<file path="config.mk">
export PLATFORM = sky130hd
export DESIGN_NAME = board_ctrl_top
export DESIGN_NICKNAME = d
export VERILOG_FILES = /design/src/design/board_pkg.sv /design/src/design/timer_if.sv /design/src/design/hold_timer.sv /design/src/design/reset_sequencer.sv /design/src/design/activity_stretcher.sv /design/src/design/gpio_port.sv /design/src/design/board_ctrl_top.sv
export SDC_FILE = /design/constraint.sdc
export NUM_CORES = 1
export LEC_CHECK = 0
export ABC_AREA = 1
export BUFFER_PORTS_ARGS = -buffer_cell sky130_fd_sc_hd__buf_4
export CAP_MARGIN = 20
export CORE_UTILIZATION = 50
export CTS_CLUSTER_DIAMETER = 200
export CTS_CLUSTER_SIZE = 24
export DETAILED_ROUTE_END_ITERATION = 7
export PLACE_DENSITY = 0.75
export SETUP_SLACK_MARGIN = 0.1
export SYNTH_ARGS = -nofsm -noshare
export SYNTH_HDL_FRONTEND = slang
export SYNTH_SLANG_ARGS = --single-unit
</file>
<file path="constraint.sdc">
create_clock -name sys_clk -period 1.35 [get_ports sys_clk]
set_input_delay 0.2025 -clock sys_clk [delete_from_list [all_inputs] [get_ports sys_clk]]
set_output_delay 0.2025 -clock sys_clk [all_outputs]
set_load 0.05 [all_outputs]
</file>
<file path="src/design/board_pkg.sv">
`default_nettype none

package board_pkg;

	// --------------------
	// Reset timing
	// --------------------

	// Flash/codec reset hold after rst1 rises
	localparam int unsigned FLASH_RST_CYCLES = 128;

	// Further hold on the system reset, doubles as debounce
	localparam int unsigned SYS_RST_CYCLES = 1024;

	// Hold timer count, wide enough for the longer phase
	localparam int unsigned TIMER_W = 11;

	// --------------------
	// Activity LEDs
	// --------------------

	// Visible pulse length per low sample
	localparam int unsigned ACT_LED_CYCLES = 256;
	localparam int unsigned ACT_CNT_W = $clog2(ACT_LED_CYCLES + 1);

	// --------------------
	// GPIO
	// --------------------

	// 8 DIP switches over 5 buttons
	localparam int unsigned GPIO_IN_W = 13;
	localparam int unsigned GPIO_OUT_W = 14;

	// Output word, raw as written, fields as wired to the pins
	typedef union packed {
		logic [GPIO_OUT_W-1:0] raw;
		struct packed {
			logic [3:0] lcd_d;
			logic lcd_rw;
			logic lcd_rs;
			logic lcd_e;
			logic [4:0] btnled;
			logic [1:0] led;   // user LEDs, low end of the word
		} f;
	} gpio_out_t;

	// Reset sequencer states
	typedef enum logic [1:0] {HOLD, FLASH_WAIT, SYS_WAIT, RUN} seq_state_t;

endpackage

`default_nettype wire

</file>
<file path="src/design/timer_if.sv">
`timescale 1ns/10ps
`default_nettype none

interface timer_if
	import board_pkg::*;
();

	// Single-cycle load strobe and its count
	logic load;
	logic [TIMER_W-1:0] load_value;

	// Timer status back to the sequencer
	logic running;
	logic expired;

	// Reset sequencer side
	modport ctrl (
		output load, load_value,
		input running, expired
	);

	// Hold timer side
	modport timer (
		input load, load_value,
		output running, expired
	);

endinterface

`default_nettype wire

</file>
<file path="src/design/hold_timer.sv">
`timescale 1ns/10ps
`default_nettype none

module hold_timer
	import board_pkg::*;
(
	input wire logic sys_clk,
	input wire logic rst1,
	timer_if.timer t
);

	// Remaining cycles of the current phase
	logic [TIMER_W-1:0] count;

	// --------------------
	// Down-counter
	// --------------------
	// Load on the strobe edge, expired one edge after count hits 1
	// so the pulse lands load_value cycles after the strobe
	always_ff @(posedge sys_clk) begin
		if (!rst1) begin
			count <= '0;
			t.running <= 1'b0;
			t.expired <= 1'b0;
		end else begin
			// Expired is a one-cycle pulse
			t.expired <= 1'b0;
			if (t.load) begin
				// Load also restarts a count in progress
				count <= t.load_value;
				t.running <= (t.load_value != '0);
				// Zero load expires at once
				t.expired <= (t.load_value == '0);
			end else if (t.running) begin
				count <= count - 1'b1;
				if (count == TIMER_W'(1)) begin
					t.running <= 1'b0;
					t.expired <= 1'b1;
				end
			end
		end
	end

endmodule

`default_nettype wire

</file>
<file path="src/design/reset_sequencer.sv">
`timescale 1ns/10ps
`default_nettype none

module reset_sequencer
	import board_pkg::*;
(
	input wire logic sys_clk,
	input wire logic rst1,
	timer_if.ctrl t,
	output logic flash_rst_n_o,
	output logic sys_rst_o
);

	seq_state_t state;

	// --------------------
	// Timer loads
	// --------------------
	// Loads are one short of the phase length
	// Timer expires on the edge the count ends, the FSM acts one edge later
	always_comb begin
		t.load = 1'b0;
		t.load_value = '0;
		case (state)
			HOLD: begin
				// rst1 back high, start the flash phase
				if (rst1) begin
					t.load = 1'b1;
					t.load_value = TIMER_W'(FLASH_RST_CYCLES - 1);
				end
			end
			FLASH_WAIT: begin
				// Chain straight into the debounce phase
				if (t.expired) begin
					t.load = 1'b1;
					t.load_value = TIMER_W'(SYS_RST_CYCLES - 1);
				end
			end
			default: begin
				t.load = 1'b0;
			end
		endcase
	end

	// --------------------
	// Sequencer FSM
	// --------------------
	always_ff @(posedge sys_clk) begin
		if (!rst1) begin
			// Any low sample restarts from the top
			state <= HOLD;
			flash_rst_n_o <= 1'b0;
			sys_rst_o <= 1'b1;
		end else begin
			case (state)
				HOLD: begin
					// rst1 high here, timer loaded this edge
					state <= FLASH_WAIT;
					flash_rst_n_o <= 1'b0;
					sys_rst_o <= 1'b1;
				end
				FLASH_WAIT: begin
					if (t.expired) begin
						// Flash and codec out of reset first
						flash_rst_n_o <= 1'b1;
						state <= SYS_WAIT;
					end else if (!t.running) begin
						// Timer lost, sequence again
						state <= HOLD;
					end
				end
				SYS_WAIT: begin
					if (t.expired) begin
						sys_rst_o <= 1'b0;
						state <= RUN;
					end else if (!t.running) begin
						state <= HOLD;
						flash_rst_n_o <= 1'b0;
					end
				end
				RUN: begin
					// Stays here until rst1 drops
					state <= RUN;
				end
				default: begin
					state <= HOLD;
				end
			endcase
		end
	end

endmodule

`default_nettype wire

</file>
<file path="src/design/activity_stretcher.sv">
`timescale 1ns/10ps
`default_nettype none

module activity_stretcher
	import board_pkg::*;
(
	input wire logic sys_clk,
	input wire logic rst1,
	input wire logic line_i,
	output logic led_o
);

	// Cycles left in the visible pulse
	logic [ACT_CNT_W-1:0] count;

	// --------------------
	// Stretch counter
	// --------------------
	// Serial line idles high, any low sample is a start or data bit
	always_ff @(posedge sys_clk) begin
		if (!rst1) begin
			count <= '0;
		end else if (!line_i) begin
			// Retrigger on every low sample
			count <= ACT_CNT_W'(ACT_LED_CYCLES);
		end else if (count != '0) begin
			count <= count - 1'b1;
		end
	end

	// Registered so the LED pin is glitch free
	always_ff @(posedge sys_clk) begin
		if (!rst1) begin
			led_o <= 1'b0;
		end else begin
			led_o <= (count != '0);
		end
	end

endmodule

`default_nettype wire

</file>
<file path="src/design/gpio_port.sv">
`timescale 1ns/10ps
`default_nettype none

module gpio_port
	import board_pkg::*;
(
	input wire logic sys_clk,
	input wire logic rst1,
	input wire logic sys_rst_i,
	input wire logic gpio_we_i,
	input wire logic [GPIO_OUT_W-1:0] gpio_dat_i,
	input wire logic [GPIO_IN_W-1:0] gpio_in_i,
	output logic [GPIO_IN_W-1:0] gpio_in_o,
	output logic gpio_irq_o,
	output gpio_out_t gpio_out_o
);

	// First synchronizer stage, may go metastable
	logic [GPIO_IN_W-1:0] in_meta;
	// Last synchronized value, for change detect
	logic [GPIO_IN_W-1:0] in_prev;

	// --------------------
	// Output register
	// --------------------
	// Written whole through the raw view
	// Pins stay low until the system is out of reset
	always_ff @(posedge sys_clk) begin
		if (!rst1) begin
			gpio_out_o.raw <= '0;
		end else if (sys_rst_i) begin
			// Strobes ignored while in system reset
			gpio_out_o.raw <= '0;
		end else if (gpio_we_i) begin
			gpio_out_o.raw <= gpio_dat_i;
		end
	end

	// --------------------
	// Input synchronizer
	// --------------------
	// Buttons and DIP switches are asynchronous to sys_clk
	always_ff @(posedge sys_clk) begin
		if (!rst1) begin
			in_meta <= '0;
			gpio_in_o <= '0;
		end else begin
			in_meta <= gpio_in_i;
			gpio_in_o <= in_meta;
		end
	end

	// --------------------
	// Change interrupt
	// --------------------
	// One pulse per change of the synchronized word
	// Two sync stages plus this compare, so 3 cycles from the pin
	always_ff @(posedge sys_clk) begin
		if (!rst1) begin
			in_prev <= '0;
			gpio_irq_o <= 1'b0;
		end else begin
			in_prev <= gpio_in_o;
			gpio_irq_o <= (gpio_in_o != in_prev);
		end
	end

endmodule

`default_nettype wire

</file>
<file path="src/design/board_ctrl_top.sv">
`timescale 1ns/10ps
`default_nettype none

module board_ctrl_top
	import board_pkg::*;
(
	input wire logic sys_clk,
	input wire logic rst1,

	// UART lines, both monitored only
	input wire logic uart_rxd_i,
	input wire logic uart_txd_i,

	// Board inputs
	input wire logic [4:0] btn_i,
	input wire logic [7:0] dipsw_i,

	// GPIO write port and status
	input wire logic gpio_we_i,
	input wire logic [GPIO_OUT_W-1:0] gpio_dat_i,
	output logic [GPIO_IN_W-1:0] gpio_in_o,
	output logic gpio_irq_o,

	// Resets
	output logic flash_rst_n_o,
	output logic sys_rst_o,

	// LEDs and LCD
	output logic [3:0] led_o,
	output logic [4:0] btnled_o,
	output logic lcd_e_o,
	output logic lcd_rs_o,
	output logic lcd_rw_o,
	output logic [3:0] lcd_d_o
);

	// --------------------
	// Reset sequencing
	// --------------------
	timer_if tmr_if ();

	hold_timer u_hold_timer (
		.sys_clk(sys_clk),
		.rst1(rst1),
		.t(tmr_if.timer)
	);

	reset_sequencer u_reset_sequencer (
		.sys_clk(sys_clk),
		.rst1(rst1),
		.t(tmr_if.ctrl),
		.flash_rst_n_o(flash_rst_n_o),
		.sys_rst_o(sys_rst_o)
	);

	// --------------------
	// UART activity
	// --------------------
	logic tx_led;
	logic rx_led;

	activity_stretcher tx_act (
		.sys_clk(sys_clk),
		.rst1(rst1),
		.line_i(uart_txd_i),
		.led_o(tx_led)
	);

	activity_stretcher rx_act (
		.sys_clk(sys_clk),
		.rst1(rst1),
		.line_i(uart_rxd_i),
		.led_o(rx_led)
	);

	// --------------------
	// GPIO
	// --------------------
	gpio_out_t gpio_out;

	// DIP switches high, buttons low
	gpio_port u_gpio_port (
		.sys_clk(sys_clk),
		.rst1(rst1),
		.sys_rst_i(sys_rst_o),
		.gpio_we_i(gpio_we_i),
		.gpio_dat_i(gpio_dat_i),
		.gpio_in_i({dipsw_i, btn_i}),
		.gpio_in_o(gpio_in_o),
		.gpio_irq_o(gpio_irq_o),
		.gpio_out_o(gpio_out)
	);

	// LED0 tx, LED1 rx, upper two from software
	assign led_o = {gpio_out.f.led, rx_led, tx_led};
	assign btnled_o = gpio_out.f.btnled;

	// LCD pins straight from the field view
	assign lcd_e_o = gpio_out.f.lcd_e;
	assign lcd_rs_o = gpio_out.f.lcd_rs;
	assign lcd_rw_o = gpio_out.f.lcd_rw;
	assign lcd_d_o = gpio_out.f.lcd_d;

endmodule

`default_nettype wire

</file>
After elaboration in Yosys (flattened, before gate mapping) --
Cells that the tools add are included.
Cells by class: add/subtract/negate cells 3, eq/ne operators 11, multiplexer cells 28, bitwise gates (word level) 1, reduce and logical (&&, ||, !) cells 13
Operators by type and width (count):
- $mux 9 | 4
- $mux 11 | 2
- $pmux 11 s2 | 1
- $reduce_bool 9->1 | 2
- $sub 9x1->9 const B | 2
- $ne 13x13->1 | 1
- $mux 1 | 12
- $eq 11x1->1 const B | 1
- $logic_not 11->1 | 1
- $reduce_bool 11->1 | 1
- $sub 11x1->11 const B | 1
- $mux 10 | 1
- $ne 2x2->1 const B | 4
- $pmux 2 s4 | 1
- $mux 7 | 1
- $mux 2 | 3
- $reduce_and 2->1 | 3
- $eq 2x2->1 const B | 2
- $ne 2x1->1 const B | 2
- $pmux 1 s2 | 2
- $reduce_and 4->1 | 1
- $reduce_bool 2->1 | 2
- $pmux 1 s3 | 1
- $reduce_bool 3->1 | 1
- 4 further kinds | 4
Storage, ports and cells: flip-flop bits (word level) 91, input port bits 32, output and inout port bits 32, word-level logic and storage cells 73

Longest topological paths before layout --
depth in word-level cells 4, mapped depth 9, gate-level depth less buffers 9

Hierarchy --
From an unflattened synthesis, not the netlist that was laid out.
Second synthesis, totals: cells, all modules 558, area, all modules 4003.8 µm²
Modules (own cells, without submodules):
- gpio_port | instances 1, cells an instance 245, area each 1894.3 µm², sequential area each 1081.0 µm²
- activity_stretcher | instances 2, cells an instance 73, area each 506.7 µm², sequential area each 200.2 µm²
- hold_timer | instances 1, cells an instance 130, area each 820.8 µm², sequential area each 260.2 µm²
- reset_sequencer | instances 1, cells an instance 35, area each 260.2 µm², sequential area each 80.1 µm²
- board_ctrl_top | instances 1, cells an instance 2, area each 15.0 µm², sequential area each 0.0 µm²

Worst setup path before layout --
OpenSTA, ideal clock, no wires.
path type register to register, start reg rx_act.count[0], end reg rx_act.count[1], library setup time 116 ps, data arrival time 1172 ps, data required time 1234 ps, slack 62 ps, cell stages (with the launch flop) 10, path buffers 0, clock period less this slack 1288 ps, cell sequence dfxtp_1 > inv_1 > ha_1 > nand3_2 > nor2_4 > nand2_2 > nor2_4 > inv_2 > nor2_1 > nor2_1
On the way: word-level cells in the longest chain between the ends 1, elaborated cells on any way between the ends 2, those cells by class add/sub: 1; reduce/logical: 1
RTL lines:
- start: declaration | RTL line activity_stretcher.sv:14 | logic [ACT_CNT_W-1:0] count;
- start signal: assignment | RTL line activity_stretcher.sv:25 | count <= ACT_CNT_W'(ACT_LED_CYCLES);
- start signal: assignment | RTL line activity_stretcher.sv:27 | count <= count - 1'b1;
- $sub 9x1->9 / $reduce_bool 9->1 (equally long branches) | RTL line activity_stretcher.sv:27, activity_stretcher.sv:26
Several ways; a longest one is shown, not always the timed one. A chain may end at the register's enable or synchronous reset.

Worst setup path after layout --
Ends and elaborated chain as after synthesis.

==> flow_summary.toml <==
[sta]
max_freq_ghz = 0.772
post-route-min-period_ns = 1.30
relSlewSlack_pct = 71.0
layout_setup_ws_ns = 0.0544
hold_violations = 0
setup_violations = 0
skew_ns = 0.0105
worst_pin_slew_ns = 0.435
rsz0062_at_grt = "yes"
slew_viol_final = 0
fin_crit_sh_pct = 96.0

[floorplan]
core_area_sq_um = 6870
ios = 64
die-area_sq_um = 7530
initial_core_util_pct = 52.3
die_x_um = 86.8
row_count = 30
die_h_um = 86.8

[power]
p_per_area_nw_per_um2 = 1590
p_int_mw = 4.72
p_clk_share_pct = 24.3
power.switching_mw = 2.68
comb_power_share_pct = 33.3
power_frac_seq_pct = 42.4
ir_worst_vdd_mv = 0.690
finalPower_mw = 7.41
leakagePower_nw = 2.39
switching_share_pct = 36.2

[placement]
hpwl_um = 4630
gp_congestion = 0.835
portBuffers = 63
dp_slack_ns = 0.000808

[yosys]
syn_area_sq_um = 3590
synth_edf_count = 0
ys_ff_latch = 91
syn_nets = 505
ys_seq_area_share_pct = 50.7
netlist_instances = 469
ys_async_sr_fraction_pct = 0
yosys-top-cells-area = "dfxtp_1 (51%), nand2_1 (12%), inv_1 (7.6%), nor2_1 (5.7%), xor2_1 (4.4%)"
yosysUniqueCellTypes = 26
yosysTopAreaCell = "dfxtp_1"
synth_top_area_share_pct = 50.7
synth_common_cells = "nand2_1 (116), dfxtp_1 (91), inv_1 (73)"
synth_ff_type = "dfxtp_1"
syn_area_per_cell_sq_um = 7.66
ys_warn_count = 0
yosysMostFrequentCell = "nand2_1"

[global_routing]
grt_pass1_vias = 2774
grt_usage_pct = 19.4
grt_pass1_wl_um = 11300
gr-total-overflow = 0
grt_max_degree = 47
antenna_found_initial = 0

[status]
status = "complete, no violations"

[layout]
antenna_cells = 0
fillers = 570
drive_gt1_share_pct = 28.4
num-nets-final = 587
area_growth_pct = 29.2

[route]
drc = 0
wl_um = 6970
via_per_inst = 4.59
vias = 2990
post_drt_wl_per_cell_um = 10.7
drt_first_pass_iters = 4
ant_nets = 0
initialDrtViolationCount = 126

[clock_network]
clock_path_buffers = 2
htreeDepth = 3
cts_inserted_buffers = 9
cts.reportedPaths.clkPinSlew_ns = 0.10
cts_num_sinks = 91
insertion_delay_ns = 0.37
cts_tree = "done"
root_buffer = "clkbuf_8"

[setup_path]
cp.arrival_ns = 1.56
cp.required_ns = 1.62
cp-end-kind = "register"
cp-start-kind = "register"
crit_path_max_fanout = 6
worst-setup-path-type = "reg -> reg"

[flow_run]
maxCapViolations = 0

[hold_path]
hp-class = "in -> reg"
-- worst max-delay path: stages (launching register included) --
cell     delay, ns
dfxtp_2       0.34
inv_2         0.07
ha_4          0.16
nand3_4       0.08
nor2_4        0.10
nand2_2       0.08
nor2_4        0.16
inv_4         0.07
nor2_1        0.08
nor2_1        0.05
-- through the flow --
| stage | hold WS (ns) | cells | setup TNS [ns] | utilization [%] | instance area (sq um) |
|---|---|---|---|---|---|
| final | 0.0105 | 652 | 0 | 67.6 | 4640 |
| after global routing | 0.00768 | 652 | -0.192 | 67.6 | 4640 |
| after CTS | 0.00173 | 648 | 0 | 65.7 | 4510 |
| after detailed placement | 0.386 | 619 | 0 | 61.0 | 4190 |
| after global placement | 0.383 | 619 | 0 | 61.0 | 4190 |
| after floorplan | 0.298 | 469 | 0 | - | 3630 |
-- per-layer routing --
metal | vias to the layer above | GRT usage [%] | share of wire [%]
li1 | 1587 | - | -
met1 | 1323 | 22.1 | 45
met2 | 67 | 33.1 | 48
met3 | 13 | 3.90 | 4.7
met4 | 0 | 12.3 | 2.3
met5 | - | 0 | 0
-- sequential cells by signal, summed over array words and instances (netlist names) --
signal,flops
u_gpio_port.gpio_out_o,14
u_gpio_port.gpio_in_o,13
u_gpio_port.in_meta,13
u_gpio_port.in_prev,13
u_hold_timer.count,11
rx_act.count,9
tx_act.count,9
u_reset_sequencer.state,2
rx_act.led_o,1
tx_act.led_o,1
u_gpio_port.gpio_irq_o,1
u_hold_timer.t.expired,1
u_hold_timer.t.running,1
u_reset_sequencer.flash_rst_n_o,1
u_reset_sequencer.sys_rst_o,1
-- cell type report --
class	instances	area (sq um)	share of cell area [%]
Clock inverter	7	78.8	1.70
Multi-Input combinational cell	283	1530	32.9
Clock buffer	9	124	2.67
Tap cell	96	120	2.59
Sequential cell	91	1840	39.5
Timing Repair Buffer	83	641	13.8
Inverter	83	317	6.82
-- layout by cell type (no fill, tap or decap), types with 2 or more instances in the layout --
master,count
nand2_2,9
nand3_4,3
o21ai_0,7
inv_4,2
nor2_1,47
dfxtp_1,82
nor2_2,9
xor2_1,18
buf_4,76
o211ai_1,3
clkinv_8,2
clkinv_4,2
clkbuf_8,9
a31oi_1,3
nand3_1,10
dfxtp_2,8
a21oi_1,30
o21ai_1,4
nand4_1,4
inv_6,2
nand2_1,110
xnor2_1,2
nor2_4,8
inv_1,65
a211oi_1,2
ha_4,3
or2_2,3
inv_2,16
nor3_1,3
dlygate4sd3_1,7
-- path summary, 6_finish.rpt --
check	depth (start not counted)	slack, ns	from	to
min reg2reg	2	0.42	u_gpio_port.in_meta[11]	u_gpio_port.gpio_in_o[11]
max	9	0.05	rx_act.count[0]	rx_act.count[1]
max reg2reg	9	0.05	rx_act.count[0]	rx_act.count[1]
min	3	0.01	btn_i[1]	u_gpio_port.in_meta[1]
-- what timing repair did --
item	CTS	global route
hold endpoints to repair	6	1
resized for setup	6	34
buffers inserted	7	3
hold buffers	6	1
gates cloned	0	0
pin swaps	6	10
setup endpoints to repair	18	25
-- cells by family after synthesis --
| logic type | synth area share [%] |
|---|---|
| buffers and inverters | 10.3 |
| AND/OR/NAND/NOR | 25.1 |
| XOR/XNOR | 4.87 |
| flip-flops | 50.7 |
| adder cells (fa/ha/maj) | 1.39 |
| AO/OA/AOI/OAI | 7.62 |
-- power groups by stage --
stage | registers (mW) | clock network (mW) | logic [mW]
4_1_cts | 3.13 | 1.86 | 2.23
2_1_floorplan | 3.21 | 0 | 1.66
5_1_grt | 3.18 | 1.96 | 2.75
3_3_place_gp | 3.17 | 0 | 2.07
3_5_place_dp | 3.18 | 0 | 2.10
6_report | 3.14 | 1.80 | 2.46
Power figures use the tool's default switching activity.
